**config.mk**
```make
export PLATFORM = sky130hd
export DESIGN_NAME = switch_box
export DESIGN_NICKNAME = d
export VERILOG_FILES = /design/src/source/fabric_pkg.sv /design/src/source/switch_box.sv
export SDC_FILE = /design/constraint.sdc
export NUM_CORES = 1
export LEC_CHECK = 0
export ABC_AREA = 1
export BUFFER_PORTS_ARGS = -buffer_cell sky130_fd_sc_hd__clkbuf_2
export CAP_MARGIN = 20
export CORE_MARGIN = 2
export CORE_UTILIZATION = 54
export DETAILED_ROUTE_END_ITERATION = 8
export HOLD_SLACK_MARGIN = 0.08
export PLACE_DENSITY = 0.75
export SLEW_MARGIN = 20
export SYNTH_ARGS = -nofsm -noshare
export SYNTH_HDL_FRONTEND = slang
export SYNTH_SLANG_ARGS = --single-unit
export TNS_END_PERCENT = 30
```
**constraint.sdc**
```tcl
create_clock -name clk -period 1.74 [get_ports clk]
set_clock_uncertainty 0.15 [all_clocks]
set_input_delay 0.261 -clock clk [delete_from_list [all_inputs] [get_ports clk]]
set_output_delay 0.261 -clock clk [all_outputs]
set_load 0.02 [all_outputs]
```
**src/source/fabric_pkg.sv**
```systemverilog
package fabric_pkg;

  // Tile geometry
  localparam int num_luts = 4;
  localparam int num_sides = 4;

  // Configuration bits held by the logic slice
  localparam int slice_cfg_bits = 64;

  // Side indices in clockwise order
  localparam int side_north = 0;
  localparam int side_east = 1;
  localparam int side_south = 2;
  localparam int side_west = 3;

  // Bit positions inside one CLB output side
  localparam int clb_out_comb = 0;
  localparam int clb_out_sync = 1;

  // Truth table of one 4-input LUT, addressed by the four side bits
  typedef logic [15:0] lut_mask_t;

  // One CLB input side, one bit per LUT
  typedef logic [num_luts-1:0] lut_in_t;

  // One CLB output side, registered bit high and comb bit low
  typedef logic [1:0] clb_out_t;

  // Connection block track output select
  typedef logic [2:0] cb_out_sel_t;

  // Switch box output select, 0 drives zero
  typedef logic [1:0] sb_sel_t;

endpackage

```
**src/source/switch_box.sv**
```systemverilog
`timescale 1ns/1ns

module switch_box #(
  parameter int ws = 4
) (
  input  logic          clk,
  input  logic          arst_n,
  input  logic          cen,
  input  logic          cfg_set,
  input  logic          cfg_in,
  output logic          cfg_out,
  input  logic [ws-1:0] north_in,
  input  logic [ws-1:0] east_in,
  input  logic [ws-1:0] south_in,
  input  logic [ws-1:0] west_in,
  output logic [ws-1:0] north_out,
  output logic [ws-1:0] east_out,
  output logic [ws-1:0] south_out,
  output logic [ws-1:0] west_out
);

  localparam int sel_bits = $bits(fabric_pkg::sb_sel_t);
  localparam int cfg_bits = fabric_pkg::num_sides * ws * sel_bits;

  logic [cfg_bits-1:0] shadow;
  logic [cfg_bits-1:0] active;

  logic [fabric_pkg::num_sides-1:0][ws-1:0] side_in;
  logic [fabric_pkg::num_sides-1:0][ws-1:0] side_out;

  always_ff @(posedge clk or negedge arst_n) begin
    if (!arst_n) begin
      shadow <= '0;
      active <= '0;
    end else begin
      if (cen) begin
        shadow <= {shadow[cfg_bits-2:0], cfg_in};
      end
      if (cfg_set) begin
        active <= shadow;
      end
    end
  end

  assign cfg_out = shadow[cfg_bits-1];

  assign side_in[fabric_pkg::side_north] = north_in;
  assign side_in[fabric_pkg::side_east] = east_in;
  assign side_in[fabric_pkg::side_south] = south_in;
  assign side_in[fabric_pkg::side_west] = west_in;

  // Disjoint pattern, select n takes the side n steps clockwise on the same index
  for (genvar s = 0; s < fabric_pkg::num_sides; s++) begin : g_side
    for (genvar t = 0; t < ws; t++) begin : g_track
      fabric_pkg::sb_sel_t sel;

      assign sel = active[(s*ws + t)*sel_bits +: sel_bits];
      assign side_out[s][t] = (sel == '0) ? 1'b0 :
                              side_in[(s + int'(sel)) % fabric_pkg::num_sides][t];
    end
  end

  assign north_out = side_out[fabric_pkg::side_north];
  assign east_out = side_out[fabric_pkg::side_east];
  assign south_out = side_out[fabric_pkg::side_south];
  assign west_out = side_out[fabric_pkg::side_west];

endmodule

```
==> tab_implementation.tex, run 1 <==
\begin{tabular}{lr}
\hline
Metric & Value \\
\hline
\multicolumn{2}{l}{\textbf{Run status}} \\
Run status & complete, but fails checks \\
Violations in the final reports & setup timing \\
\multicolumn{2}{l}{\textbf{Setup path}} \\
Worst-path cell chain & inv\_2, ha\_4, inv\_2, nand3\_1, a21oi\_1, buf\_4 \\
Number of gates on the worst path with buffers counted & 6 \\
Req. time, crit path & 1.33 ns \\
Reg2Reg Setup Slack & 0.78 ns \\
Sum of buffers and inverters on the critical path & 3 \\
Data arrival at the endpoint of the critical path & 1.43 ns \\
Gate family responsible for the most delay along the worst path & flip-flops \\
Class of the most critical setup path & reg -> out \\
Worst Reg-to-Reg Cells & 3 \\
Most repeated library cell on the critical path & sky130\_fd\_sc\_hd\_\_inv\_2 \\
Cell type of the slowest stage on the worst timing path & sky130\_fd\_sc\_hd\_\_dfrtp\_1 \\
Slowest stage delay, CP & 0.40 ns \\
Critical path startpoint category & flop \\
Worst setup EP type & output port \\
Maximum net fanout on the critical path & 2 \\
\multicolumn{2}{l}{\textbf{Synth}} \\
Xor/xnor share of the synthesized area & 0\% \\
Mean area per synthesized cell & 8.32 sq um \\
Number of cells produced by synthesis & 359 \\
Total nets after synthesis & 388 \\
Dominant combinational cell family by area after synthesis & simple AND/OR/NAND/NOR gates \\
Netlist area before placement & 2990 sq um \\
Yosys top cell area share & 53.6\% \\
Synthesis-stage register bit count & 64 \\
Simple-gate portion of the synthesized area & 16.6\% \\
Fraction of the yosys area taken by sequential cells & 53.6\% \\
Synth top area cells & sky130\_fd\_sc\_hd\_\_dfrtp\_1, sky130\_fd\_sc\_hd\_\_nand2\_1, sky130\_fd\_sc\_hd\_\_o21ai\_0, sky130\_fd\_sc\_hd\_\_inv\_1, sky130\_fd\_sc\_hd\_\_a21oi\_1 \\
Synthesized-area fraction occupied by adder cells & 3.35\% \\
Count of yosys warnings during synthesis & 0 \\
Mux contribution to synthesized area & 1.76\% \\
Cell type with the largest total area after synthesis & sky130\_fd\_sc\_hd\_\_dfrtp\_1 \\
Synth cell types & 14 \\
Fraction of the mapped netlist area in compound gates & 14.1\% \\
\multicolumn{2}{l}{\textbf{Run}} \\
Number of max-cap violations & 0 \\
\multicolumn{2}{l}{\textbf{Placed design}} \\
Placed wire-length estimate & 4.06 mm \\
Routability congestion estimate from global placement & 0.790 \\
Port Buffers & 37 \\
\multicolumn{2}{l}{\textbf{Route}} \\
Pre-Repair DR Iteration Count & 4 \\
Count of unresolved DRC violations after routing & 0 \\
Detail-routed via count per cell & 5.10 \\
Iteration-0 DRC count of the detailed router & 199 \\
Drt total wl & 6.43 mm \\
Post-DRT Antenna Nets & 0 \\
Routed length per placed instance & 13.0 um \\
Via count of the routed design & 2,517 \\
\multicolumn{2}{l}{\textbf{Finish}} \\
Most common cell after layout, fill and taps aside & sky130\_fd\_sc\_hd\_\_nand2\_1 \\
Fin nets & 446 \\
Highest-count cells in the layout ignoring fill and taps & sky130\_fd\_sc\_hd\_\_nand2\_1, sky130\_fd\_sc\_hd\_\_dfrtp\_1, sky130\_fd\_sc\_hd\_\_o21ai\_0, sky130\_fd\_sc\_hd\_\_inv\_1, sky130\_fd\_sc\_hd\_\_a21oi\_1 \\
Fill count & 435 \\
Share of layout cells above drive strength 1 & 30.6\% \\
P\&R area growth vs syn & 29.2\% \\
Antenna diodes & 0 \\
\multicolumn{2}{l}{\textbf{Timing}} \\
Number of hold-slack violations in the final timing report & 0 \\
Final worst path period share & 106\% \\
Number of slew-limit violations in the final report & 0 \\
Total of endpoints with negative setup slack in the final report & 8 \\
RSZ-0062 raised after global routing & yes \\
Slew margin rel. & 71.5\% \\
Summed negative setup slack over all endpoints & -0.572 ns \\
Least-Margin Pin Slew & 0.428 ns \\
Final WS setup & -0.104 ns \\
Fmax & 542 MHz \\
Post-route minimum period & 1.84 ns \\
\multicolumn{2}{l}{\textbf{Floorplan}} \\
Die Height & 78.4 um \\
Horiz. Die Dim & 78.4 um \\
Num ports & 38 \\
Area of the die & 6140 sq um \\
Area of the core & 5440 sq um \\
Effective utilization at floorplan & 54.9\% \\
Cell Rows & 27 \\
\multicolumn{2}{l}{\textbf{Hold path}} \\
Path type of the worst min-delay path & in -> reg \\
Worst hold path depth & 2 \\
\multicolumn{2}{l}{\textbf{Clocking}} \\
Count of H-tree levels built during CTS & 3 \\
Clock-pin slew reported for the worst setup and hold paths after clock tree synthesis & 0.07 ns \\
Worst skew pair latency & 0.34 ns \\
Number of clock sinks & 64 \\
TritonCTS clock tree & yes \\
TritonCTS Buffers & 9 \\
Root Buffer & sky130\_fd\_sc\_hd\_\_clkbuf\_8 \\
Maximum count of clock buffers along a single path & 2 \\
\multicolumn{2}{l}{\textbf{Power}} \\
IR drop worst, VDD & 689 uV \\
Overall power & 4.53 mW \\
Leakage component of the power & 1.93 nW \\
Power per standard cell area & 1170 nW/um\^{}2 \\
\multicolumn{2}{l}{\textbf{Global route}} \\
Total track usage & 24.0\% \\
Global-route wire length before repair & 11.4 mm \\
Number of antenna violations at the first check in global routing & 0 \\
Overflow left after global routing & 0 \\
Largest net degree at the start of global routing & 65 \\
Number of global-route vias before repair & 2,598 \\
\hline
\end{tabular}
[final timing paths]
kind,end,start
max,east_out[3],active[14]
min in group asynchronous,active[25],arst_n
min reg2reg,active[20],shadow[20]
min,shadow[26],cen
max reg2reg,active[14],active[14]
max in group asynchronous,active[27],arst_n
[power by group]
part	leakage (nW)	total, mW	internal (mW)	switching, mW
clock	0.113	1.37	0.817	0.551
sequential	0.754	1.87	1.71	0.157
combinational	1.06	1.29	0.592	0.699
total	1.93	4.53	3.12	1.41
[cells in the mapped netlist]
cell,n
sky130_fd_sc_hd__a21oi_1,38
sky130_fd_sc_hd__buf_2,9
sky130_fd_sc_hd__buf_4,2
sky130_fd_sc_hd__buf_6,2
sky130_fd_sc_hd__clkbuf_2,1
sky130_fd_sc_hd__dfrtp_1,64
sky130_fd_sc_hd__ha_1,8
sky130_fd_sc_hd__inv_1,61
sky130_fd_sc_hd__mux2_2,2
sky130_fd_sc_hd__mux2_4,2
sky130_fd_sc_hd__nand2_1,69
sky130_fd_sc_hd__nand3_1,24
sky130_fd_sc_hd__nor2_1,31
sky130_fd_sc_hd__o21ai_0,46
[flip-flops by register name, indices dropped and copies added, names as in the netlist]
name,flops
shadow,32
active,32
[timing repair]
item                       CTS  global route
resized for setup           63             4
gates cloned                 0             0
hold endpoints to repair    65             0
setup buffers               17             0
setup endpoints to repair    8             8
hold buffers                 2             0
pin swaps                   28             1
[logic make-up (layout without fill, tap and decap cells)]
group | Yosys count | in the layout
compound gates | 84 | 84
fa+ha+maj | 8 | 8
buf+inv | 75 | 138
flops | 64 | 64
mux | 4 | 4
simple gates | 124 | 124
[final cells by class]
type | count | area, sq um | share of cell area (%)
timing repair buffer | 61 | 465 | 12.1
tap | 72 | 90.1 | 2.34
sequential | 64 | 1600 | 41.5
multi-input combinational | 220 | 1250 | 32.5
inverter | 61 | 229 | 5.94
clock inverter | 2 | 35.0 | 0.908
clock buffer | 14 | 183 | 4.74
[worst register-to-register path, delay by kind of cell, from the launching register on]
family                 cells  cell delay, ns
flip-flops                 1            0.37
buffers and inverters      2            0.21
AO/OA/AOI/OAI              1            0.15
[through the flow]
step                hold slack (ns)  area [sq um]  cells  setup slack [ns]  utilization [%]
finish                        0.216          3860    494            -0.104             70.9
global placement              0.155          3250    459             0.155             59.7
detailed placement            0.153          3250    459             0.114             59.7
global route                  0.241          3860    494            -0.169             70.9
CTS                           0.202          3850    494           -0.0869             70.8
floorplan                    -0.185          2990    359             0.136                -
[layer usage]
metal / track usage, % / share of wire [%] / vias to the layer above
li1: - / - / 1254
met1: 28.6 / 43 / 1212
met2: 41.4 / 52 / 37
met3: 6.09 / 2.8 / 14
met4: 10.0 / 2.1 / 0
met5: 0 / 0 / -
Note: power is estimated with default switching activity, not from simulation.
==> inputs of run 2 (changes only) <==
--- a/config.mk
+++ b/config.mk
@@ -12,6 +12,7 @@
 export CORE_UTILIZATION = 54
 export DETAILED_ROUTE_END_ITERATION = 8
 export HOLD_SLACK_MARGIN = 0.08
+export MAX_ROUTING_LAYER = met4
 export PLACE_DENSITY = 0.75
 export SLEW_MARGIN = 20
 export SYNTH_ARGS = -nofsm -noshare
==> tab_implementation.tex, run 2 (same netlist as run 1, synthesis figures left out) <==
\begin{tabular}{lr}
\hline
Metric & Value \\
\hline
\multicolumn{2}{l}{\textbf{Clocking}} \\
Number of clock sinks & 64 \\
Clock-pin slew reported for the worst setup and hold paths after clock tree synthesis & 0.07 ns \\
TritonCTS clock tree & yes \\
Worst skew pair latency & 0.34 ns \\
Root Buffer & sky130\_fd\_sc\_hd\_\_clkbuf\_8 \\
Count of H-tree levels built during CTS & 3 \\
Maximum count of clock buffers along a single path & 2 \\
TritonCTS Buffers & 9 \\
\multicolumn{2}{l}{\textbf{Finish}} \\
Largest registers & active x32, shadow x32 \\
Antenna diodes & 0 \\
Highest-count cells in the layout ignoring fill and taps & sky130\_fd\_sc\_hd\_\_nand2\_1, sky130\_fd\_sc\_hd\_\_dfrtp\_1, sky130\_fd\_sc\_hd\_\_o21ai\_0, sky130\_fd\_sc\_hd\_\_inv\_1, sky130\_fd\_sc\_hd\_\_a21oi\_1 \\
Most common cell after layout, fill and taps aside & sky130\_fd\_sc\_hd\_\_nand2\_1 \\
Fill count & 435 \\
Layout Cells excl Fill & 494 \\
Share of layout cells above drive strength 1 & 30.6\% \\
P\&R area growth vs syn & 29.2\% \\
Fin nets & 446 \\
\multicolumn{2}{l}{\textbf{Global route}} \\
Number of antenna violations at the first check in global routing & 0 \\
Overflow left after global routing & 0 \\
Number of global-route vias before repair & 2,606 \\
Largest net degree at the start of global routing & 65 \\
Global-route wire length before repair & 11.4 mm \\
Total track usage & 24.7\% \\
\multicolumn{2}{l}{\textbf{Route}} \\
Via count of the routed design & 2,516 \\
Pre-Repair DR Iteration Count & 4 \\
Post-DRT Antenna Nets & 0 \\
Routed length per placed instance & 13.0 um \\
Count of unresolved DRC violations after routing & 0 \\
Drt total wl & 6.42 mm \\
Detail-routed via count per cell & 5.09 \\
Iteration-0 DRC count of the detailed router & 218 \\
\multicolumn{2}{l}{\textbf{Timing}} \\
Number of hold-slack violations in the final timing report & 0 \\
Total of endpoints with negative setup slack in the final report & 8 \\
Post-route minimum period & 1.85 ns \\
Fmax & 540 MHz \\
Hold Worst Slack & 0.217 ns \\
RSZ-0062 raised after global routing & yes \\
Summed negative setup slack over all endpoints & -0.588 ns \\
Least-Margin Pin Slew & 0.428 ns \\
Slew margin rel. & 71.5\% \\
Number of slew-limit violations in the final report & 0 \\
Final WS setup & -0.112 ns \\
Final worst path period share & 106\% \\
\multicolumn{2}{l}{\textbf{Power}} \\
Leakage component of the power & 1.93 nW \\
IR drop worst, VDD & 690 uV \\
Power per standard cell area & 1170 nW/um\^{}2 \\
\multicolumn{2}{l}{\textbf{Floorplan}} \\
Cell Rows & 27 \\
Num ports & 38 \\
Effective utilization at floorplan & 54.9\% \\
Area of the die & 6140 sq um \\
Area of the core & 5440 sq um \\
Die Height & 78.4 um \\
Horiz. Die Dim & 78.4 um \\
\multicolumn{2}{l}{\textbf{Setup path}} \\
Worst Reg-to-Reg Cells & 3 \\
Worst setup endpoint & east\_out[3] \\
Worst flop-to-flop path endpoint & active[14] \\
First element of the critical path & active[14] \\
RR Startpoint & active[14] \\
Critical path startpoint category & flop \\
Data arrival at the endpoint of the critical path & 1.44 ns \\
Reg2Reg Setup Slack & 0.78 ns \\
Class of the most critical setup path & reg -> out \\
Req. time, crit path & 1.33 ns \\
Maximum net fanout on the critical path & 2 \\
Worst setup EP type & output port \\
\multicolumn{2}{l}{\textbf{Run}} \\
Number of max-cap violations & 0 \\
\multicolumn{2}{l}{\textbf{Run status}} \\
Violations in the final reports & setup timing \\
Run status & complete, but fails checks \\
\multicolumn{2}{l}{\textbf{Placed design}} \\
Routability congestion estimate from global placement & 0.801 \\
Placed Cells incl. Taps & 459 \\
Placed wire-length estimate & 4.06 mm \\
Port Buffers & 37 \\
\multicolumn{2}{l}{\textbf{Hold path}} \\
Startpoint of the tightest hold check path & cen \\
Path type of the worst min-delay path & in -> reg \\
\hline
\end{tabular}
run 2: cell counts in the layout (fill, tap and decap cells not counted):
No cell type changed its count.
run 2: final cells by class:
type / instances / area [sq um] / area share [%]
clock buffer: 14 / 183 / 4.74
tap: 72 / 90.1 / 2.34
multi-input combinational: 220 / 1250 / 32.5
clock inverter: 2 / 35.0 / 0.908
inverter: 61 / 229 / 5.94
sequential: 64 / 1600 / 41.5
timing repair buffer: 61 / 465 / 12.1
run 2: how the worst min path moves through the flow:
stage,endpoint,slack [ns],cells past startpoint
detailed placement,active[8],0.15,2
global route,shadow[21],0.24,2
global placement,active[8],0.15,2
CTS,shadow[26],0.20,2
floorplan,active[0],-0.18,0
finish,shadow[26],0.22,2
run 2: worst max-delay path, stage by stage, from the launching register on:
cell,delay (ns)
sky130_fd_sc_hd__dfrtp_1,0.40
sky130_fd_sc_hd__inv_2,0.09
sky130_fd_sc_hd__ha_4,0.20
sky130_fd_sc_hd__inv_2,0.04
sky130_fd_sc_hd__nand3_1,0.06
sky130_fd_sc_hd__a21oi_1,0.15
sky130_fd_sc_hd__buf_4,0.16
run 2: stage by stage:
step,power [mW],cell area [sq um],util (%),setup WS (ns)
floorplan,2.50,2990,-,0.136
global placement,2.76,3250,59.7,0.155
detailed placement,2.81,3250,59.7,0.114
CTS,4.51,3850,70.8,-0.0869
global route,4.81,3860,70.9,-0.173
finish,4.53,3860,70.9,-0.112
run 2: metal layers:
layer  global-route usage, %  wire (um)
met1                    28.7       2790
met2                    41.3       3300
met3                    7.13        189
met4                    8.95        140
met5                       -          0
run 2: report_power, final:
| group | leakage [nW] | switching [mW] | internal, mW | total [mW] |
|---|---|---|---|---|
| logic | 1.06 | 0.699 | 0.592 | 1.29 |
| registers | 0.754 | 0.157 | 1.71 | 1.87 |
| clock network | 0.113 | 0.553 | 0.817 | 1.37 |
| total | 1.93 | 1.41 | 3.12 | 4.53 |
run 2: what timing repair did:
action | in CTS | in global routing
endpoints found under the setup margin | 8 | 8
hold endpoints to repair | 65 | 0
buffers inserted | 17 | 0
cloned | 0 | 0
hold buffers | 2 | 0
gates resized for setup | 63 | 4
pin swaps | 28 | 1
