==> src/source/fabric_pkg.sv <==
package fabric_pkg;

  // Tile geometry
  localparam int num_luts = 4;
  localparam int num_sides = 4;

  // Configuration bits held by the logic slice
  localparam int slice_cfg_bits = 64;

  // Side indices in clockwise order
  localparam int side_north = 0;
  localparam int side_east = 1;
  localparam int side_south = 2;
  localparam int side_west = 3;

  // Bit positions inside one CLB output side
  localparam int clb_out_comb = 0;
  localparam int clb_out_sync = 1;

  // Truth table of one 4-input LUT, addressed by the four side bits
  typedef logic [15:0] lut_mask_t;

  // One CLB input side, one bit per LUT
  typedef logic [num_luts-1:0] lut_in_t;

  // One CLB output side, registered bit high and comb bit low
  typedef logic [1:0] clb_out_t;

  // Connection block track output select
  typedef logic [2:0] cb_out_sel_t;

  // Switch box output select, 0 drives zero
  typedef logic [1:0] sb_sel_t;

endpackage

==> src/source/logic_slice.sv <==
`timescale 1ns/1ns

module logic_slice (
  input  logic                 clk,
  input  logic                 arst_n,
  input  logic                 cen,
  input  logic                 cfg_set,
  input  logic                 cfg_in,
  output logic                 cfg_out,
  input  fabric_pkg::lut_in_t  north_in,
  input  fabric_pkg::lut_in_t  east_in,
  input  fabric_pkg::lut_in_t  south_in,
  input  fabric_pkg::lut_in_t  west_in,
  output fabric_pkg::clb_out_t north_out,
  output fabric_pkg::clb_out_t east_out,
  output fabric_pkg::clb_out_t south_out,
  output fabric_pkg::clb_out_t west_out
);

  localparam int cfg_bits = fabric_pkg::slice_cfg_bits;
  localparam int mask_bits = $bits(fabric_pkg::lut_mask_t);

  logic [cfg_bits-1:0] shadow;
  logic [cfg_bits-1:0] active;

  // Inputs grouped by side index so each LUT can gather its address
  logic [fabric_pkg::num_sides-1:0][fabric_pkg::num_luts-1:0] side_in;

  logic [fabric_pkg::num_luts-1:0] lut_comb;
  logic [fabric_pkg::num_luts-1:0] lut_sync;

  // Shift chain segment and shadow to active transfer
  always_ff @(posedge clk or negedge arst_n) begin
    if (!arst_n) begin
      shadow <= '0;
      active <= '0;
    end else begin
      if (cen) begin
        shadow <= {shadow[cfg_bits-2:0], cfg_in};
      end
      if (cfg_set) begin
        active <= shadow;
      end
    end
  end

  assign cfg_out = shadow[cfg_bits-1];

  assign side_in[fabric_pkg::side_north] = north_in;
  assign side_in[fabric_pkg::side_east] = east_in;
  assign side_in[fabric_pkg::side_south] = south_in;
  assign side_in[fabric_pkg::side_west] = west_in;

  // LUT k reads bit k of every side, the side index being the address bit
  for (genvar k = 0; k < fabric_pkg::num_luts; k++) begin : g_lut
    fabric_pkg::lut_mask_t mask;
    logic [fabric_pkg::num_sides-1:0] addr;

    assign mask = active[k*mask_bits +: mask_bits];
    for (genvar s = 0; s < fabric_pkg::num_sides; s++) begin : g_addr
      assign addr[s] = side_in[s][k];
    end
    assign lut_comb[k] = mask[addr];
  end

  // Registered outputs freeze while configuration is shifting
  always_ff @(posedge clk or negedge arst_n) begin
    if (!arst_n) begin
      lut_sync <= '0;
    end else if (!cen) begin
      lut_sync <= lut_comb;
    end
  end

  // Side k carries LUT k
  assign north_out[fabric_pkg::clb_out_comb] = lut_comb[fabric_pkg::side_north];
  assign north_out[fabric_pkg::clb_out_sync] = lut_sync[fabric_pkg::side_north];
  assign east_out[fabric_pkg::clb_out_comb] = lut_comb[fabric_pkg::side_east];
  assign east_out[fabric_pkg::clb_out_sync] = lut_sync[fabric_pkg::side_east];
  assign south_out[fabric_pkg::clb_out_comb] = lut_comb[fabric_pkg::side_south];
  assign south_out[fabric_pkg::clb_out_sync] = lut_sync[fabric_pkg::side_south];
  assign west_out[fabric_pkg::clb_out_comb] = lut_comb[fabric_pkg::side_west];
  assign west_out[fabric_pkg::clb_out_sync] = lut_sync[fabric_pkg::side_west];

endmodule

==> config.mk <==
export PLATFORM = sky130hd
export DESIGN_NAME = logic_slice
export DESIGN_NICKNAME = d
export VERILOG_FILES = /design/src/source/fabric_pkg.sv /design/src/source/logic_slice.sv
export SDC_FILE = /design/constraint.sdc
export NUM_CORES = 1
export LEC_CHECK = 0
export BUFFER_PORTS_ARGS = -buffer_cell sky130_fd_sc_hd__buf_2
export CORE_MARGIN = 3
export CORE_UTILIZATION = 40
export CTS_CLUSTER_SIZE = 16
export DETAILED_ROUTE_END_ITERATION = 10
export GPL_ROUTABILITY_DRIVEN = 0
export PLACE_DENSITY = 0.53
export RECOVER_POWER = 25
export SYNTH_ARGS = -nofsm -noshare
export SYNTH_HDL_FRONTEND = slang
export SYNTH_SLANG_ARGS = --single-unit
==> constraint.sdc <==
create_clock -name clk -period 1.7 [get_ports clk]
set_input_delay 0.255 -clock clk [delete_from_list [all_inputs] [get_ports clk]]
set_output_delay 0.255 -clock clk [all_outputs]
set_load 0.02 [all_outputs]
==> results_dict.tcl, run 1 <==
set metrics [dict create \
    arrival_ns 1.69 \
    root_buffer "clkbuf_16" \
    place_ws_ns 0.04134 \
    cts_tree "done" \
    hp-class "input pin to register" \
    synthTopCellsByArea "dfrtp_1 (60%), mux2_2 (26%), mux4_1 (3.8%), mux2i_1 (2.9%), mux4_2 (1.6%)" \
    drc 0 \
    ys_seq_elements 132 \
    cts_inserted_buffers 17 \
    start_util 0.4137 \
    clk_latency_ns 0.41 \
    coreArea_sq_um 13350 \
    setup_violations 4 \
    rows 42 \
    syn_nets 357 \
    yosysUniqueCellTypes 16 \
    drive_above_1_share 0.5714 \
    worstHoldStart "cfg_in" \
    diodes 0 \
    outcome "complete, but fails checks" \
    syn_area_sq_um 5522 \
    path_max_fanout 2 \
    skew_ns 0.006583 \
    grt_max_degree 65 \
    finalHoldWorstSlack_ns 0.06645 \
    reg2reg_depth 5 \
    maxSlewHeadroom 0.3340 \
    die_area_sq_um 15250 \
    antenna_found_initial 0 \
    slew_violations 0 \
    worstPathRequired_ns 1.44 \
    avgSynthCellArea_sq_um 16.43 \
    failed_checks "negative setup slack" \
    r2r_end "lut_sync[0]" \
    overflow 0 \
    clock-sinks 132 \
    crit_end "east_out[0]" \
    clkPwrFrac 0.391 \
    ant_nets 0 \
    route.vias.total 2879 \
    hold_viol 0 \
    cts_buffer_depth 2 \
    wl_per_cell_um 16.41 \
    grt_pass1_wl_um 16170 \
    nets 408 \
    yosysWarnings 0 \
    port-buffer-count 29 \
    pin_count 30 \
    tightest_slew_ns 0.9990 \
    synth_top_cell_by_area "dfrtp_1" \
    p_sw_frac 0.2346 \
    drt_iter0_markers 120 \
    drv_cap 0 \
    p_seq_frac 0.464 \
    period_needed_ns 1.947 \
    critical_path_class "register to output port" \
    combPwrFrac 0.145 \
    crit_start "active[19]" \
    die_width_um 123.5 \
    clk_pin_slew_worst_paths_ns 0.06 \
    avgViaCountPerCell 5.007 \
    max_freq_mhz 513.5 \
    fin_crit_sh 1.146 \
    grt_util_all_layers 0.1413 \
    irDropWorstVdd_mv 0.7800 \
    synthToLayoutAreaGrowth_pct 19.35 \
    r2r_start "active[13]" \
    synth_top_area_share 0.5982 \
    r2r_setup_slack_ns 0.17 \
    internal_power_mw 6.849 \
    hpwl_um 6002 \
    startpoint_type "register" \
    cp-end-kind "output port" \
    htree_levels 4 \
    drt-total-wl_um 9433 \
    switchingPower_mw 2.099 \
    grt_pass1_vias 3114 \
    synthCells 336 \
    drt-pass1-iter-count 4 \
    leakage_nw 3.150 \
    fp.dieH_um 123.5 \
    synth_seq_area_share 0.5982 \
    powerDensity_nw_per_um2 1358 \
    setup_ws_ns -0.2474 \
    rsz0062_at_grt "yes" \
]
==> area by class of cell <==
class	instances	area [sq um]
Clock buffer	28	536.8
Clock inverter	3	40.04
Fill cell	1188	6758
Inverter	1	3.754
Multi-Input combinational cell	184	2118
Sequential cell	132	3303
Tap cell	176	220.2
Timing Repair Buffer	51	367.9
==> power groups by stage <==
stage                     logic [mW]  registers [mW]  clock network (mW)
final                           1.30            4.15                3.50
after global routing            1.43            4.24                3.76
after CTS                       1.30            4.16                3.61
after detailed placement        1.21            4.21                   0
after global placement          1.17            4.21                   0
after floorplan                0.904            4.06                   0
==> routing by layer <==
| layer | part of all wire | vias up | GRT usage |
|---|---|---|---|
| met5 | 0 | - | 0 |
| met4 | 0.017 | 0 | 0.04775 |
| met3 | 0.042 | 15 | 0.05947 |
| met2 | 0.46 | 39 | 0.2063 |
| met1 | 0.48 | 1483 | 0.1905 |
| li1 | - | 1342 | - |
==> sequential cells by signal (all words and copies together), names as in the netlist <==
signal    cells
active       64
shadow       64
lut_sync      4
==> placed cells by master (no fill, tap or decap), drive strengths merged, types with 2 or more instances in the layout <==
cell,netlist,final
nor2,4,4
a221oi,4,4
dfrtp,132,132
mux4,12,12
o22ai,4,4
or2,4,4
nor2b,4,4
nand2b,4,4
a21oi,4,4
clkinv,0,2
buf,17,46
mux2i,16,16
mux2,128,128
clkbuf,2,32
==> synth_stat cells <==
cell	number
buf_6	4
clkbuf_1	2
or2_2	4
o22ai_1	4
mux2i_1	16
a21oi_1	4
buf_2	13
inv_1	1
nor2b_1	4
nand2b_1	4
dfrtp_1	132
mux4_1	8
mux2_2	128
nor2_1	4
mux4_2	4
a221oi_2	4
==> critical path, stage by stage (launching register included) <==
cell	delay (ns)
dfrtp_1	0.38
mux4_2	0.51
o22ai_4	0.19
a21oi_2	0.04
buf_4	0.15
==> logic make-up (layout without fill, tap and decap cells) <==
kind of cell	Yosys count	after routing	share of synthesized area
multiplexers	156	156	0.3444
AND/OR/NAND/NOR	16	16	0.01631
flip-flops	132	132	0.5982
AO/OA/AOI/OAI	12	12	0.01903
buffers and inverters	20	83	0.02198
==> repair_timing <==
| item | CTS | global route |
|---|---|---|
| hold buffers | 1 | 0 |
| endpoints found under the setup margin | 4 | 4 |
| endpoints found under the hold margin | 34 | 0 |
| setup buffers | 5 | 2 |
| gates resized for setup | 16 | 2 |
| cloned | 0 | 0 |
| pin swaps | 5 | 3 |
==> how the worst min path moves through the flow <==
stage | end | slack, ns | cells past startpoint
finish | shadow[0] | 0.07 | 2
global route | shadow[0] | 0.06 | 2
CTS | shadow[0] | 0.05 | 2
detailed placement | shadow[59] | 0.19 | 1
global placement | shadow[60] | 0.19 | 1
floorplan | active[0] | -0.04 | 0
==> metrics by stage <==
step | cells | util | TNS, ns | instance area [sq um] | power [mW]
floorplan | 336 | - | 0 | 5522 | 4.968
global placement | 536 | 0.4462 | 0 | 5956 | 5.385
detailed placement | 536 | 0.4462 | 0 | 5956 | 5.421
CTS | 573 | 0.4950 | -0.9851 | 6608 | 9.067
global route | 575 | 0.4937 | -1.191 | 6590 | 9.423
finish | 575 | 0.4937 | -0.9162 | 6590 | 8.949
Power figures use the tool's default switching activity.
==> inputs of run 2 (changes only) <==
--- a/config.mk
+++ b/config.mk
@@ -7,12 +7,13 @@
 export LEC_CHECK = 0
 export BUFFER_PORTS_ARGS = -buffer_cell sky130_fd_sc_hd__buf_2
 export CORE_MARGIN = 3
-export CORE_UTILIZATION = 40
+export CORE_UTILIZATION = 59
 export CTS_CLUSTER_SIZE = 16
 export DETAILED_ROUTE_END_ITERATION = 10
 export GPL_ROUTABILITY_DRIVEN = 0
-export PLACE_DENSITY = 0.53
+export PLACE_DENSITY = 0.74
 export RECOVER_POWER = 25
+export REMOVE_ABC_BUFFERS = 1
 export SYNTH_ARGS = -nofsm -noshare
 export SYNTH_HDL_FRONTEND = slang
 export SYNTH_SLANG_ARGS = --single-unit
==> run 2 against run 1 <==
The run still ends with negative setup slack left. Routed wire length down 1.3%. Non-clock buffer count up 1. First-iteration DRC count down 30%. Critical path depth unchanged. Clock power up 22%. Clock skew up 0.0040 ns. Sequential power about the same. Critical path type unchanged. Largest power group is now clock.
==> results_dict.tcl, run 2 (synthesis results as in run 1) <==
set metrics [dict create \
    grtUsageMet2 0.3138 \
    worstPathRequired_ns 1.44 \
    tightest_slew_ns 0.8783 \
    crit_start "active[52]" \
    synthToLayoutAreaGrowth_pct 20.28 \
    rows 34 \
    htree_levels 4 \
    wl_per_cell_um 18.28 \
    p_seq_frac 0.429 \
    overflow 0 \
    final_cell_mix "dfrtp_1 (132), mux2_2 (128), buf_2 (25), buf_4 (19)" \
    crit_buf_inv 1 \
    post-place-cells 467 \
    route.vias.total 2926 \
    min_path_cells 3 \
    critical_path_class "register to output port" \
    cts_tree "done" \
    placed_area_sq_um 5834 \
    coreArea_sq_um 8891 \
    grt_pass1_wl_um 15990 \
    finalHoldWorstSlack_ns 0.1118 \
    internal_power_mw 7.528 \
    die_width_um 102.7 \
    r2r_start "active[2]" \
    top_usage_layer "met2" \
    crit_family "multiplexers" \
    arrival_ns 1.79 \
    antenna_found_initial 0 \
    path_max_fanout 2 \
    slew_violations 0 \
    grt_pass1_vias 3174 \
    nets 409 \
    drt-pass1-iter-count 4 \
    r2r_end "lut_sync[0]" \
    clk_pin_slew_worst_paths_ns 0.06 \
    hp-class "input pin to register" \
    stdcell_count 509 \
    combPwrFrac 0.133 \
    reg2reg_depth 5 \
    fp.dieH_um 102.7 \
    failed_checks "negative setup slack" \
    r2r_setup_slack_ns 0.21 \
    ant_nets 0 \
    clk_latency_ns 0.51 \
    cp_num_cells 4 \
    cts_inserted_buffers 17 \
    fin_crit_sh 1.201 \
    drt-total-wl_um 9307 \
    drc 0 \
    top_regs "active: 64 flops, shadow: 64 flops, lut_sync: 4 flops" \
    grt_util_all_layers 0.2000 \
    seqCellArea_sq_um 3303 \
    clock-sinks 132 \
    die_area_sq_um 10560 \
    powerDensity_nw_per_um2 1465 \
    met3_usage 0.05142 \
    leakage_nw 3.222 \
    final_common_cell "dfrtp_1" \
    cp-end-kind "output port" \
    diodes 0 \
    maxSlewHeadroom 0.4145 \
    cts_buffer_depth 2 \
    design_area_sq_um 6641 \
    irDropWorstVdd_mv 0.8634 \
    drt_iter0_markers 84 \
    nFillCells 538 \
    setup_violations 4 \
    root_buffer "clkbuf_8" \
    p_sw_frac 0.2260 \
    cp_slowest_stage_delay_ns 0.49 \
    startpoint_type "register" \
    hold_viol 0 \
    grt_util_met1 0.2719 \
    hpwl_um 5881 \
    avgViaCountPerCell 5.749 \
    drive_above_1_share 0.5835 \
    period_needed_ns 2.041 \
    worstHoldStart "north_in[3]" \
    clkPwrFrac 0.438 \
    setup_ws_ns -0.3411 \
    drv_cap 0 \
    crit_slowest_cell "mux4_2" \
    switchingPower_mw 2.198 \
    pin_count 30 \
    port-buffer-count 29 \
    max_freq_mhz 489.9 \
    skew_ns 0.01063 \
    multi_input_area_sq_um 2111 \
    min_to "lut_sync[3]" \
    outcome "complete, but fails checks" \
    start_util 0.6210 \
    rsz0062_at_grt "yes" \
    worstPathCellList "mux4_2, o22ai_2, a21oi_1, buf_2" \
    grt_max_degree 65 \
]
[run 2: tightest hold or removal path: stages]
cell and delay (ns):
buf_2 0.11, nor2b_1 0.15, a221oi_2 0.06
[run 2: stage by stage]
step	utilization	power [mW]	setup TNS (ns)	worst slack, ns
floorplan	-	4.898	0	0.1996
global placement	0.6562	5.337	0	0.05356
CTS	0.7439	9.798	-1.398	-0.3685
detailed placement	0.6562	5.411	0	0.01581
global route	0.7470	10.18	-1.594	-0.4093
finish	0.7470	9.727	-1.316	-0.3411
[run 2: area by class of cell]
| class | instances | area share |
|---|---|---|
| sequential | 132 | 0.4974 |
| multi-input combinational | 184 | 0.3178 |
| tap | 108 | 0.02035 |
| inverter | 1 | 0.0005652 |
| clock inverter | 11 | 0.03693 |
| clock buffer | 21 | 0.06914 |
| timing repair buffer | 52 | 0.05784 |
[run 2: how the worst max path moves through the flow]
| stage | end | slack [ns] |
|---|---|---|
| floorplan | east_out[0] | 0.20 |
| global placement | north_out[0] | 0.05 |
| detailed placement | east_out[0] | 0.02 |
| CTS | west_out[0] | -0.37 |
| global route | west_out[0] | -0.41 |
| finish | west_out[0] | -0.34 |
[run 2: what timing repair did]
action	CTS	global route
pin swaps	5	3
setup buffers	5	3
endpoints found under the setup margin	4	4
resized for setup	13	4
hold buffers	2	0
hold endpoints to repair	28	0
[run 2: routing by layer]
layer,up-vias,wire length (um),share of wire
li1,1349,-,-
met1,1526,4303,0.46
met2,36,4610,0.50
met3,15,237,0.025
met4,0,155,0.017
met5,-,0,0
[run 2: power groups by stage]
| stage | registers, mW | clock network, mW | logic [mW] |
|---|---|---|---|
| final | 4.17 | 4.26 | 1.30 |
| after floorplan | 4.06 | 0 | 0.833 |
| after CTS | 4.17 | 4.34 | 1.29 |
| after detailed placement | 4.21 | 0 | 1.20 |
| after global placement | 4.19 | 0 | 1.15 |
| after global routing | 4.25 | 4.50 | 1.43 |
==> inputs of run 3 (changes only) <==
--- a/config.mk
+++ b/config.mk
@@ -6,11 +6,11 @@
 export NUM_CORES = 1
 export LEC_CHECK = 0
 export BUFFER_PORTS_ARGS = -buffer_cell sky130_fd_sc_hd__buf_2
-export CORE_MARGIN = 3
 export CORE_UTILIZATION = 59
 export CTS_CLUSTER_SIZE = 16
 export DETAILED_ROUTE_END_ITERATION = 10
 export GPL_ROUTABILITY_DRIVEN = 0
+export MAX_ROUTING_LAYER = met4
 export PLACE_DENSITY = 0.74
 export RECOVER_POWER = 25
 export REMOVE_ABC_BUFFERS = 1
==> run 3 against run 2 <==
The flow still finishes with violations (negative setup slack). Register-to-register slack got worse by 0.09 ns. Worst setup slack got worse by 0.0037 ns. Flip-flop and latch count did not move. Routed wire length rose by 1.2%. Combinational power barely moved. Die area fell by 7.6%. Critical endpoint unchanged. Highest routed layer unchanged.
==> results_dict.tcl, run 3 (synthesis results as in run 1) <==
set metrics [dict create \
    slew_violations 0 \
    grt_util_all_layers 0.2234 \
    coreArea_sq_um 8891 \
    skew_ns 0.008936 \
    worstPathRequired_ns 1.44 \
    crit_family "multiplexers" \
    setup_violations 4 \
    grt_pass1_vias 3143 \
    start_util 0.6210 \
    irDropWorstVdd_mv 0.8567 \
    fin_crit_sh 1.203 \
    cp_slowest_stage_delay_ns 0.51 \
    worstPathCellList "mux4_2, o22ai_4, a21oi_2, buf_4" \
    cp_num_cells 4 \
    rsz0062_at_grt "yes" \
    clock-sinks 132 \
    powerDensity_nw_per_um2 1409 \
    clk_pin_slew_worst_paths_ns 0.06 \
    hpwl_um 5823 \
    cp-end-kind "output port" \
    failed_checks "negative setup slack" \
    diodes 0 \
    final_cell_mix "dfrtp_1 (132), mux2_2 (128), buf_2 (23), buf_4 (19)" \
    top_regs "active: 64 flops, shadow: 64 flops, lut_sync: 4 flops" \
    path_max_fanout 2 \
    critical_path_class "register to output port" \
    setup_tns_ns -1.327 \
    nets 409 \
    stdcell_count 509 \
    fp.dieH_um 98.74 \
    root_buffer "clkbuf_8" \
    drive_above_1_share 0.5860 \
    arrival_ns 1.79 \
    overflow 0 \
    port-buffer-count 29 \
    hold_viol 0 \
    nFillCells 549 \
    drt-pass1-iter-count 6 \
    ant_nets 0 \
    period_needed_ns 2.045 \
    die_area_sq_um 9750 \
    multi_input_area_sq_um 2122 \
    outcome "complete, but fails checks" \
    setup_ws_ns -0.3449 \
    synthToLayoutAreaGrowth_pct 18.56 \
    max_freq_mhz 489.0 \
    grt_pass1_wl_um 16090 \
    cts_inserted_buffers 17 \
    route.vias.total 2929 \
    post-place-cells 467 \
    clk_latency_ns 0.50 \
    hp-class "input pin to register" \
    grt_max_degree 43 \
    die_width_um 98.74 \
    pin_count 30 \
    rows 34 \
    drt-total-wl_um 9420 \
    htree_levels 4 \
    startpoint_type "register" \
    antenna_found_initial 0 \
    crit_slowest_cell "mux4_2" \
    maxSlewHeadroom 0.3891 \
    seqCellArea_sq_um 3303 \
    min_path_cells 3 \
    final_common_cell "dfrtp_1" \
    drv_cap 0 \
    crit_buf_inv 1 \
    tightest_slew_ns 0.9163 \
    leakage_nw 3.170 \
    wl_per_cell_um 18.51 \
    drt_iter0_markers 117 \
    reg2reg_depth 6 \
    drc 0 \
    cts_tree "done" \
    avgViaCountPerCell 5.754 \
    cts_buffer_depth 2 \
]
==> run 3: what timing repair did <==
action / in CTS / in global routing
setup buffers: 5 / 3
resized for setup: 15 / 5
endpoints found under the hold margin: 30 / 0
setup endpoints to repair: 4 / 4
hold buffers: 2 / 0
gates cloned: 0 / 0
pin swaps: 6 / 3
==> run 3: routing by layer <==
metal | wire length, um | vias up | global-route usage
met3 | 292 | 15 | 0.05319
met1 | 4362 | 1526 | 0.2988
li1 | - | 1344 | -
met5 | 0 | - | -
met4 | 148 | 0 | 0.06889
met2 | 4617 | 44 | 0.3432
==> run 3: layout make-up <==
| class | count | share of cell area |
|---|---|---|
| clock buffers | 18 | 0.06537 |
| clock inverters | 14 | 0.02848 |
| multi-input cells | 184 | 0.3242 |
| well taps | 108 | 0.02064 |
| flip-flops and latches | 132 | 0.5046 |
| inverters | 1 | 0.0005734 |
| repair buffers | 52 | 0.05619 |
==> run 3: tightest hold or removal path: stages <==
cell and delay, ns:
buf_2 0.11, nor2b_1 0.15, a221oi_2 0.07
==> run 3: report_power, final <==
part	switching [mW]	total, mW	internal, mW
sequential	0.411	4.17	3.76
combinational	0.497	1.30	0.799
clock	1.43	3.75	2.32
==> run 3: final timing paths <==
kind / slack [ns] / startpoint / endpoint
max: -0.34 / active[54] / west_out[0]
min: 0.12 / north_in[3] / lut_sync[3]
max reg2reg: 0.12 / active[36] / lut_sync[2]
min reg2reg: 0.51 / active[45] / active[45]
max in group asynchronous: 0.56 / arst_n / shadow[46]
min in group asynchronous: 0.41 / arst_n / active[21]
==> run 3: stage by stage <==
stage          hold WS [ns]  utilization  area (sq um)  power, mW  setup slack (ns)
6_report             0.1234       0.7363          6546      9.221           -0.3449
5_1_grt              0.1454       0.7363          6546      9.598           -0.4046
4_1_cts             0.09521       0.7367          6550      9.286           -0.3473
3_5_place_dp         0.2349       0.6576          5847      5.418           0.01894
3_3_place_gp         0.2356       0.6576          5847      5.329           0.04654
2_1_floorplan      -0.04059            -          5404      4.898            0.1996
