<file path="src/source/fabric_pkg.sv">
package fabric_pkg;

  // Tile geometry
  localparam int num_luts = 4;
  localparam int num_sides = 4;

  // Configuration bits held by the logic slice
  localparam int slice_cfg_bits = 64;

  // Side indices in clockwise order
  localparam int side_north = 0;
  localparam int side_east = 1;
  localparam int side_south = 2;
  localparam int side_west = 3;

  // Bit positions inside one CLB output side
  localparam int clb_out_comb = 0;
  localparam int clb_out_sync = 1;

  // Truth table of one 4-input LUT, addressed by the four side bits
  typedef logic [15:0] lut_mask_t;

  // One CLB input side, one bit per LUT
  typedef logic [num_luts-1:0] lut_in_t;

  // One CLB output side, registered bit high and comb bit low
  typedef logic [1:0] clb_out_t;

  // Connection block track output select
  typedef logic [2:0] cb_out_sel_t;

  // Switch box output select, 0 drives zero
  typedef logic [1:0] sb_sel_t;

endpackage

</file>
<file path="src/source/connection_block.sv">
`timescale 1ns/1ns

module connection_block #(
  parameter int ws = 4
) (
  input  logic                 clk,
  input  logic                 arst_n,
  input  logic                 cen,
  input  logic                 cfg_set,
  input  logic                 cfg_in,
  output logic                 cfg_out,
  input  logic [ws-1:0]        track0_in,
  input  logic [ws-1:0]        track1_in,
  output logic [ws-1:0]        track0_out,
  output logic [ws-1:0]        track1_out,
  input  fabric_pkg::clb_out_t clb0_out,
  input  fabric_pkg::clb_out_t clb1_out,
  output fabric_pkg::lut_in_t  clb0_in,
  output fabric_pkg::lut_in_t  clb1_in
);

  localparam int in_sel_bits = $clog2(2 * ws);
  localparam int num_in_sels = 2 * fabric_pkg::num_luts;
  localparam int out_sel_bits = $bits(fabric_pkg::cb_out_sel_t);
  // Output selects start right after the input selects
  localparam int out_base = num_in_sels * in_sel_bits;
  localparam int cfg_bits = out_base + 2 * ws * out_sel_bits;

  typedef logic [in_sel_bits-1:0] cb_in_sel_t;

  logic [cfg_bits-1:0] shadow;
  logic [cfg_bits-1:0] active;

  logic [2*ws-1:0]        tracks_in;
  logic [2*ws-1:0]        tracks_out;
  logic [3:0]             clb_bits;
  logic [num_in_sels-1:0] clb_in_all;

  always_ff @(posedge clk or negedge arst_n) begin
    if (!arst_n) begin
      shadow <= '0;
      active <= '0;
    end else begin
      if (cen) begin
        shadow <= {shadow[cfg_bits-2:0], cfg_in};
      end
      if (cfg_set) begin
        active <= shadow;
      end
    end
  end

  assign cfg_out = shadow[cfg_bits-1];

  // Track0 sits in the low positions
  assign tracks_in = {track1_in, track0_in};

  // Output select value minus one indexes this vector
  assign clb_bits = {clb1_out[fabric_pkg::clb_out_sync], clb1_out[fabric_pkg::clb_out_comb],
                     clb0_out[fabric_pkg::clb_out_sync], clb0_out[fabric_pkg::clb_out_comb]};

  // CLB inputs, clb0 bits first then clb1
  for (genvar i = 0; i < num_in_sels; i++) begin : g_in_sel
    cb_in_sel_t sel;

    assign sel = active[i*in_sel_bits +: in_sel_bits];
    assign clb_in_all[i] = (int'(sel) < 2 * ws) ? tracks_in[sel] : 1'b0;
  end

  assign clb0_in = clb_in_all[fabric_pkg::num_luts-1:0];
  assign clb1_in = clb_in_all[num_in_sels-1:fabric_pkg::num_luts];

  // Outgoing tracks pass straight through or take a CLB output bit
  for (genvar j = 0; j < 2 * ws; j++) begin : g_out_sel
    fabric_pkg::cb_out_sel_t sel;
    logic                    drv;

    assign sel = active[out_base + j*out_sel_bits +: out_sel_bits];
    always_comb begin
      case (sel)
        3'd0:    drv = tracks_in[j];
        3'd1:    drv = clb_bits[0];
        3'd2:    drv = clb_bits[1];
        3'd3:    drv = clb_bits[2];
        3'd4:    drv = clb_bits[3];
        default: drv = 1'b0;
      endcase
    end
    assign tracks_out[j] = drv;
  end

  assign track0_out = tracks_out[ws-1:0];
  assign track1_out = tracks_out[2*ws-1:ws];

endmodule

</file>
<file path="config.mk">
export PLATFORM = sky130hd
export DESIGN_NAME = connection_block
export DESIGN_NICKNAME = d
export VERILOG_FILES = /design/src/source/fabric_pkg.sv /design/src/source/connection_block.sv
export SDC_FILE = /design/constraint.sdc
export NUM_CORES = 1
export LEC_CHECK = 0
export BUFFER_PORTS_ARGS = -buffer_cell sky130_fd_sc_hd__buf_2
export CORE_MARGIN = 3
export CORE_UTILIZATION = 54
export DETAILED_ROUTE_END_ITERATION = 8
export PLACE_DENSITY_LB_ADDON = 0.05
export SLEW_MARGIN = 20
export SYNTH_ARGS = -nofsm -noshare
export SYNTH_HDL_FRONTEND = slang
export SYNTH_SLANG_ARGS = --single-unit
</file>
<file path="constraint.sdc">
create_clock -name clk -period 1.4 [get_ports clk]
set_input_delay 0.28 -clock clk [delete_from_list [all_inputs] [get_ports clk]]
set_output_delay 0.28 -clock clk [all_outputs]
set_load 0.1 [all_outputs]
</file>
==> results of run 1 <==
-- path summary, 6_finish.rpt --
| kind | depth (start not counted) | endpoint | start |
|---|---|---|---|
| min in group asynchronous | 2 | active[34] | arst_n |
| hold / removal | 2 | shadow[0] | cfg_in |
| max in group asynchronous | 3 | active[45] | arst_n |
| setup / recovery | 3 | clb1_in[2] | active[20] |
| hold reg to reg | 1 | shadow[38] | shadow[37] |
| setup reg to reg | 2 | active[45] | active[45] |
-- final cells by class --
| class | count | area (um^2) |
|---|---|---|
| Sequential cell | 96 | 2400 |
| Fill cell | 532 | 2270 |
| Multi-Input combinational cell | 168 | 2080 |
| Timing Repair Buffer | 77 | 806 |
| Clock buffer | 10 | 128 |
| Tap cell | 102 | 128 |
| Clock inverter | 6 | 72.6 |
-- what timing repair did --
item	4_1_cts	5_1_grt
hold buffers	1	0
buffers inserted	4	0
hold endpoints to repair	25	0
pin swaps	6	0
setup endpoints to repair	17	16
resized for setup	50	1
-- layer usage --
metal,track usage (%),vias up,wire length [um],part of all wire [%]
met5,0,-,0,0
met4,5.83,0,106,1.2
met3,4.59,9,234,2.7
met2,32.5,30,4300,50
met1,27.1,1365,3960,46
li1,-,1194,-,-
-- synthesized netlist by cell type --
| library cell | number |
|---|---|
| dfrtp_1 | 96 |
| nand3b_1 | 9 |
| buf_4 | 8 |
| mux2_2 | 112 |
| mux4_1 | 16 |
| clkbuf_1 | 1 |
| nand3_1 | 7 |
| o21ai_0 | 1 |
| o21a_1 | 1 |
| mux2i_1 | 8 |
| nor2_1 | 7 |
| buf_2 | 10 |
| o311ai_0 | 7 |
-- critical path, cell delays in order, from the launching register on --
cell and delay [ns]:
dfrtp_1 0.40, mux4_2 0.51, mux2_4 0.30, buf_12 0.17
-- registers in the layout, indices dropped and copies added (netlist names) --
signal / count
active: 48
shadow: 48
-- metrics by stage --
| stage | instance area [um^2] | worst slack (ns) | hold WS [ns] |
|---|---|---|---|
| 2_1_floorplan | 4470 | -0.147 | -0.0156 |
| 3_3_place_gp | 5190 | -0.380 | 0.242 |
| 3_5_place_dp | 5190 | -0.384 | 0.243 |
| 4_1_cts | 5610 | -0.633 | 0.123 |
| 5_1_grt | 5610 | -0.699 | 0.126 |
| 6_report | 5610 | -0.627 | 0.134 |
-- kinds of logic (layout without fill, tap and decap cells) --
group | Yosys count | after routing | share of synthesized area (%)
AO/OA/AOI/OAI | 9 | 9 | 1.65
buffers and inverters | 19 | 93 | 2.54
multiplexers | 136 | 136 | 39.3
AND/OR/NAND/NOR | 23 | 23 | 2.88
flip-flops | 96 | 96 | 53.6
-- placed cells by master (no fill, tap or decap), drive strengths merged --
master       netlist  layout
clkbuf             1      10
mux2i              8       8
buf               18      76
o311ai             7       7
nor2               7       7
o21ai              1       1
o21a               1       1
mux4              16      16
bufinv             0       1
dfrtp             96      96
nand3b             9       9
clkinvlp           0       1
dlygate4sd3        0       1
nand3              7       7
inv                0       4
mux2             112     112
-- power by group through the flow --
stage | Clock, mW | Sequential [mW] | Combinational, mW
5_1_grt | 2.04 | 4.22 | 5.10
4_1_cts | 1.93 | 4.10 | 4.91
3_3_place_gp | 0 | 4.11 | 4.08
6_report | 1.87 | 4.10 | 4.89
2_1_floorplan | 0 | 3.99 | 3.20
3_5_place_dp | 0 | 4.14 | 4.15
==> qor.yml, run 1 <==
syn-instance-count: 283
synth_top_area_share_pct: 53.6
ys_seq_area_share_pct: 53.6
ctsRootBufferMaster: "clkbuf_8"
synth_area_um2: 4480
track_usage_pct: 20.0
vias: 2598
initial_core_util_pct: 56.8
start_kind: "register"
clock_power_share_pct: 17.2
hold_violations: 0
min_period_ns: 2.03
tightest_slew_ns: 0.413
drive_above_1_share_pct: 63.9
power_density_nw_per_um2: 1930
io_buffers: 33
placedCellCount: 446
route.detailed.drc: 0
diodes: 0
path_clk_slew_ns: 0.10
max_slew_margin_pct: 72.5
syn_nets: 300
path_max_fanout: 2
avgSynthCellArea_um2: 15.8
yosys_warnings: 0
pwr-share-comb_pct: 45.0
p_int_mw: 6.79
violations: "setup timing"
hold_path.class: "input pin to register"
outcome: "complete, but fails checks"
post_drt_wl_per_cell_um: 18.7
rrSetupSlack_ns: 0.46
clock-sinks: 96
critPathKind: "register to primary output"
cts_buffers: 9
pwr-share-seq_pct: 37.8
nets: 369
rsz0062_at_grt: "true"
initialDrtViolationCount: 70
ant_nets: 0
drt-total-wl_um: 8600
finalSetupTns_ns: -8.11
grt_max_degree: 36
rows: 32
finClkSkew_ns: 0.00736
area_growth_pct: 25.3
die_x_um: 97.1
peakVddDrop_uv: 965
cts_max_level: 3
cp.arrival_ns: 1.75
ios: 34
yosysUniqueCellTypes: 13
die_h_um: 97.1
cts_tree: "built"
clk_latency_ns: 0.37
p_leak_nw: 2.56
total_power_mw: 10.9
gp_congestion: 0.742
grt-ovfl-total: 0
antenna_found_initial: 0
end_kind: "primary output"
switching_power_mw: 4.06
stdcell_count: 459
core_um2: 7890
setup_viol: 16
drv_cap: 0
ys_ff_latch: 96
yosys.area.top_type: "dfrtp_1"
slew_violations: 0
hpwlAfterDp_um: 5750
fin_util_pct: 71.2
clock.fmax_mhz: 493
dieArea_um2: 9430
vias_per_cell: 5.66
synth_area_leaders: "dfrtp_1 (54%), mux2_2 (28%), mux4_1 (9.4%)"
clock_path_buffers: 2
swShare_pct: 37.4
setup_ws_ns: -0.627
grt_pass1_vias: 2918
drt_pass1_iterations: 3
min_period_over_period_pct: 145
grt_pass1_wl_um: 15000
cp.required_ns: 1.12
Power figures use the tool's default switching activity.
==> run 2: changes to the inputs <==
--- a/config.mk
+++ b/config.mk
@@ -8,6 +8,7 @@
 export BUFFER_PORTS_ARGS = -buffer_cell sky130_fd_sc_hd__buf_2
 export CORE_MARGIN = 3
 export CORE_UTILIZATION = 54
+export CTS_CLUSTER_SIZE = 10
 export DETAILED_ROUTE_END_ITERATION = 8
 export PLACE_DENSITY_LB_ADDON = 0.05
 export SLEW_MARGIN = 20
==> constraint.sdc (replaced) <==
create_clock -name clk -period 1.75 [get_ports clk]
set_input_delay 0.35 -clock clk [delete_from_list [all_inputs] [get_ports clk]]
set_output_delay 0.35 -clock clk [all_outputs]
set_load 0.1 [all_outputs]
==> run 2 against run 1 <==
Net effect:
- the flow still finishes with violations (setup timing)
- critical path type unchanged
- sequential power is 20% lower
- worst hold slack better by 0.090 ns
- power is 21% lower
- first-iteration DRC count is 13% higher
- critical path depth stayed put
==> qor.yml, run 2 (synthesized netlist as in run 1, its figures left out) <==
layout_common_cells: "mux2_2 (96), dfrtp_1 (92), buf_4 (30)"  # was mux2_2 (97), dfrtp_1 (95), buf_4 (40)
initialDrtViolationCount: 79  # was 70
vias_per_cell: 5.75  # was 5.66
hold_path.class: "input pin to register"  # unchanged
cpPeakStageDelay_ns: 0.50  # was 0.51 ns
drive_above_1_share_pct: 63.0  # was 63.9%
fin_util_pct: 69.4  # was 71.2%
ant_nets: 0  # unchanged
drt_pass1_iterations: 4  # was 3
min_period_over_period_pct: 118
core_um2: 7890  # unchanged
slew_violations: 0  # unchanged
cts_buffers: 9  # unchanged
power_density_nw_per_um2: 1560  # was 1930 nW/um^2
total_power_mw: 8.55  # was 10.9 mW
antenna_found_initial: 0  # unchanged
finalSetupTns_ns: -3.45  # was -8.11 ns
hold_violations: 0  # unchanged
min_period_ns: 2.07
largestRegisters: "active x48, shadow x48"  # unchanged
placedCellCount: 432  # was 446
route.detailed.drc: 0  # unchanged
violations: "setup timing"  # unchanged
design_area_um2: 5480  # was 5610 um^2
gp_congestion: 0.738  # was 0.742
path_max_fanout: 2  # unchanged
nets: 358  # was 369
startpoint: "active[5]"  # was active[20]
die_h_um: 97.1  # unchanged
cts_max_level: 3  # unchanged
grt_max_degree: 60  # was 36
placed_area_um2: 5070  # was 5190 um^2
drt-total-wl_um: 8800  # was 8600 um
die_x_um: 97.1  # unchanged
initial_core_util_pct: 56.8  # unchanged
clock-sinks: 96  # unchanged
peakVddDrop_uv: 656  # was 965 uV
dieArea_um2: 9430  # unchanged
post_drt_wl_per_cell_um: 19.6  # was 18.7 um
clk_latency_ns: 0.36  # was 0.37 ns
cts_tree: "built"  # unchanged
diodes: 0  # unchanged
grt-ovfl-total: 0  # unchanged
ios: 34  # unchanged
pre_cts_ws_ns: -0.229  # was -0.384 ns
worstPathBufferInverterCount: 1  # unchanged
fin_hold_ws_ns: 0.224  # was 0.134 ns
layout_commonest_cell: "mux2_2"  # unchanged
min-delay-start: "cfg_in"  # unchanged
rr_startpoint: "active[14]"  # was active[45]
grt_pass1_wl_um: 15000  # about the same
cp.required_ns: 1.40  # was 1.12 ns
vias: 2577  # was 2,598
path_clk_slew_ns: 0.10  # about the same
finClkSkew_ns: 0.0141  # was 0.00736 ns
critPathKind: "register to primary output"  # unchanged
cp_top_family: "multiplexers"  # unchanged
setup_viol: 16  # unchanged
nFillCells: 567  # was 532
end_kind: "primary output"  # unchanged
tightest_slew_ns: 0.482  # was 0.413 ns
hpwlAfterDp_um: 5560  # was 5750 um
outcome: "complete, but fails checks"  # unchanged
rsz0062_at_grt: "true"  # unchanged
io_buffers: 33  # unchanged
cp.arrival_ns: 1.72  # was 1.75 ns
grt_pass1_vias: 2865  # was 2,918
crit_chain: "mux4_2 -> mux2_4 -> buf_12"  # unchanged
max_slew_margin_pct: 68.1  # was 72.5%
stdcell_count: 448  # was 459
drv_cap: 0  # unchanged
rows: 32  # unchanged
crit_path_top_delay_cell: "mux4_2"  # unchanged
clock.fmax_mhz: 483
area_growth_pct: 22.2  # was 25.3%
setup_ws_ns: -0.318  # was -0.627 ns
ctsRootBufferMaster: "clkbuf_8"  # unchanged
start_kind: "register"  # unchanged
track_usage_pct: 20.3  # was 20.0%
p_leak_nw: 2.49  # was 2.56 nW
clock_path_buffers: 2  # unchanged
[run 2: cell count changes in the layout (fill, tap and decap cells not counted), sizes merged]
cell	delta
inv	-4
clkinv	+3
buf	-11
clkbuf	+1
[run 2: path summary, 6_finish.rpt]
kind,to,slack (ns),cells past startpoint
max in group asynchronous,active[42],0.77,3
worst min register to register,active[28],0.53,1
min in group asynchronous,shadow[9],0.39,2
worst max-delay path,clb0_in[1],-0.32,3
worst max register to register,active[14],0.73,3
worst min-delay path,shadow[0],0.22,2
[run 2: report_power, final]
group | internal, mW | leakage, nW | switching [mW]
Sequential | 2.80 | 1.24 | 0.466
Combinational | 1.92 | 1.15 | 1.92
Clock | 0.698 | 0.0993 | 0.745
[run 2: routing by layer]
layer	track usage, %	vias up	share of wire, %
li1	-	1178	-
met1	28.0	1340	47
met2	32.4	42	47
met3	3.30	17	2.8
met4	8.10	0	2.3
met5	0	-	0
[run 2: what timing repair did]
| action | CTS | global route |
|---|---|---|
| gates resized for setup | 80 | 5 |
| endpoints found under the hold margin | 15 | 0 |
| endpoints found under the setup margin | 16 | 16 |
| pin swaps | 5 | 0 |
| hold buffers | 1 | 0 |
| cloned | 0 | 0 |
| buffers inserted | 8 | 0 |
[run 2: layout make-up]
class / count / area [um^2] / area share, %
Multi-Input combinational cell: 168 / 2050 / 37.4
Sequential cell: 96 / 2410 / 44.0
Clock inverter: 5 / 56.3 / 1.03
Tap cell: 102 / 128 / 2.33
Timing Repair Buffer: 66 / 696 / 12.7
Clock buffer: 11 / 141 / 2.58
==> run 3: changes to the inputs <==
--- a/config.mk
+++ b/config.mk
@@ -11,6 +11,8 @@
 export CTS_CLUSTER_SIZE = 10
 export DETAILED_ROUTE_END_ITERATION = 8
 export PLACE_DENSITY_LB_ADDON = 0.05
+export RECOVER_POWER = 100
+export SETUP_SLACK_MARGIN = 0.1
 export SLEW_MARGIN = 20
 export SYNTH_ARGS = -nofsm -noshare
 export SYNTH_HDL_FRONTEND = slang
==> run 3 against run 2 <==
Net effect:
- the flow still finishes with violations (setup timing)
- clock power barely moved
- via count grew 1.9%
- sequential share of layout area barely moved
- utilization shrank 0.21 points
- global-route usage fell by 0.47 points
- cell count is 2.7% higher
- cell area shrank 0.30%
- power is 0.75% higher
- combinational power increased by 1%
- critical path depth did not move
- setup slack worse by 0.020 ns
- critical endpoint is now clb0_in[2]
==> qor.yml, run 3 (synthesized netlist as in run 1, its figures left out) <==
peakVddDrop_uv: 1360  # was 656 uV
grt_max_degree: 97  # was 60
min_period_ns: 2.09  # was 2.07 ns
antenna_found_initial: 0  # unchanged
setup_viol: 16  # unchanged
crit_path_top_delay_cell: "mux4_2"  # unchanged
die_x_um: 97.1  # unchanged
finalSetupTns_ns: -3.88  # was -3.45 ns
layout_common_cells: "mux2_2 (96), dfrtp_1 (96), buf_4 (42)"  # was mux2_2 (96), dfrtp_1 (92), buf_4 (30)
cp_top_family: "multiplexers"  # unchanged
drv_cap: 0  # unchanged
route.detailed.drc: 0  # unchanged
slew_violations: 0  # unchanged
drt_pass1_iterations: 4  # unchanged
grt-ovfl-total: 0  # unchanged
ios: 34  # unchanged
clk_latency_ns: 0.36  # about the same
io_buffers: 33  # unchanged
post_drt_wl_per_cell_um: 18.5  # was 19.6 um
startpoint: "active[8]"  # was active[5]
worst-path-stages: 3  # unchanged
hpwlAfterDp_um: 5140  # was 5560 um
ff2ff_path_depth: 3  # unchanged
max_slew_margin_pct: 14.5  # was 68.1%
cts_buffers: 9  # unchanged
total_power_mw: 8.61  # was 8.55 mW
setup_ws_ns: -0.338  # was -0.318 ns
cp.required_ns: 1.40  # about the same
gp_congestion: 0.722  # was 0.738
hold_path.class: "input pin to register"  # unchanged
initialDrtViolationCount: 92  # was 79
drive_above_1_share_pct: 62.6  # was 63.0%
area_growth_pct: 21.8  # was 22.2%
ant_nets: 0  # unchanged
worstPathBufferInverterCount: 1  # unchanged
clock.fmax_mhz: 479  # was 483 MHz
path_clk_slew_ns: 0.10  # about the same
nFillCells: 556  # was 567
stdcell_count: 460  # was 448
crit_chain: "mux4_2 -> mux2_4 -> buf_12"  # unchanged
dieArea_um2: 9430  # unchanged
endpoint: "clb0_in[2]"  # was clb0_in[1]
reg2reg_to: "active[28]"  # was active[14]
nets: 370  # was 358
pre_cts_ws_ns: -0.221  # was -0.229 ns
diodes: 0  # unchanged
violations: "setup timing"  # unchanged
hold_violations: 0  # unchanged
drt-total-wl_um: 8520  # was 8800 um
finClkSkew_ns: 0.0151  # was 0.0141 ns
placedCellCount: 433  # was 432
tightest_slew_ns: 1.28  # was 0.482 ns
cpPeakStageDelay_ns: 0.51  # was 0.50 ns
initial_core_util_pct: 56.8  # unchanged
grt_pass1_wl_um: 14800  # was 15,000 um
outcome: "complete, but fails checks"  # unchanged
rsz0062_at_grt: "true"  # unchanged
vias_per_cell: 5.71  # was 5.75
rrSetupSlack_ns: 0.71  # was 0.73 ns
cts_tree: "built"  # unchanged
die_h_um: 97.1  # unchanged
track_usage_pct: 19.8  # was 20.3%
grt_pass1_vias: 2856  # was 2,865
critPathKind: "register to primary output"  # unchanged
start_kind: "register"  # unchanged
power_density_nw_per_um2: 1580  # was 1560 nW/um^2
largestRegisters: "active x48, shadow x48"  # unchanged
rows: 32  # unchanged
path_max_fanout: 2  # unchanged
clock_path_buffers: 2  # unchanged
cts_max_level: 3  # unchanged
vias: 2625  # was 2,577
ctsRootBufferMaster: "clkbuf_8"  # unchanged
end_kind: "primary output"  # unchanged
cp.arrival_ns: 1.74  # was 1.72 ns
clock-sinks: 96  # unchanged
rr_startpoint: "active[28]"  # was active[14]
core_um2: 7890  # unchanged
min_period_over_period_pct: 119  # was 118%
p_leak_nw: 2.51  # was 2.49 nW
==> run 3: changes by cell type in the layout (fill, tap and decap cells not counted), sizes merged <==
cell / previous run / this run
buf: 65 / 73
clkbuf: 11 / 17
clkinv: 3 / 1
clkinvlp: 1 / 2
dlygate4sd3: 1 / 0
==> run 3: through the flow <==
| stage | utilization, % | hold WS (ns) | area (um^2) |
|---|---|---|---|
| 3_5_place_dp | 64.7 | 0.440 | 5100 |
| 5_1_grt | 69.2 | 0.214 | 5460 |
| 6_report | 69.2 | 0.230 | 5460 |
| 4_1_cts | 69.7 | 0.0393 | 5500 |
| 2_1_floorplan | - | 0.0544 | 4510 |
| 3_3_place_gp | 64.7 | 0.442 | 5100 |
==> run 3: worst min-delay path by stage <==
stage           start          to  slack [ns]  cells past startpoint
2_1_floorplan  arst_n   active[0]        0.05                      0
3_3_place_gp   arst_n  active[10]        0.44                      2
3_5_place_dp   arst_n  shadow[11]        0.44                      2
4_1_cts        arst_n  shadow[11]        0.04                      2
5_1_grt        cfg_in   shadow[0]        0.21                      2
6_report       cfg_in   shadow[0]        0.23                      2
==> run 3: area by class of cell <==
cell class	count	area [um^2]	area share, %
Multi-Input combinational cell	168	1990	36.4
Timing Repair Buffer	78	741	13.6
Tap cell	102	128	2.34
Clock buffer	12	145	2.66
Sequential cell	96	2400	44.0
Clock inverter	4	53.8	0.986
==> run 3: what timing repair did <==
item,in CTS,in global routing
setup endpoints to repair,16,16
hold buffers,0,0
gates resized for setup,65,3
setup buffers,14,0
pin swaps,6,2
==> run 3: per-layer routing <==
metal  routed length [um]  global-route usage, %  vias to the layer above
li1                     -                      -                     1203
met1                 4050                   28.4                     1367
met2                 4090                   30.7                       45
met3                  245                   2.73                       10
met4                  134                   8.21                        0
met5                    0                      0                        -
==> run 3: power breakdown <==
part	internal, mW	switching, mW	total [mW]
combinational	1.95	1.93	3.89
sequential	2.79	0.461	3.26
clock	0.704	0.763	1.47
total	5.45	3.16	8.61
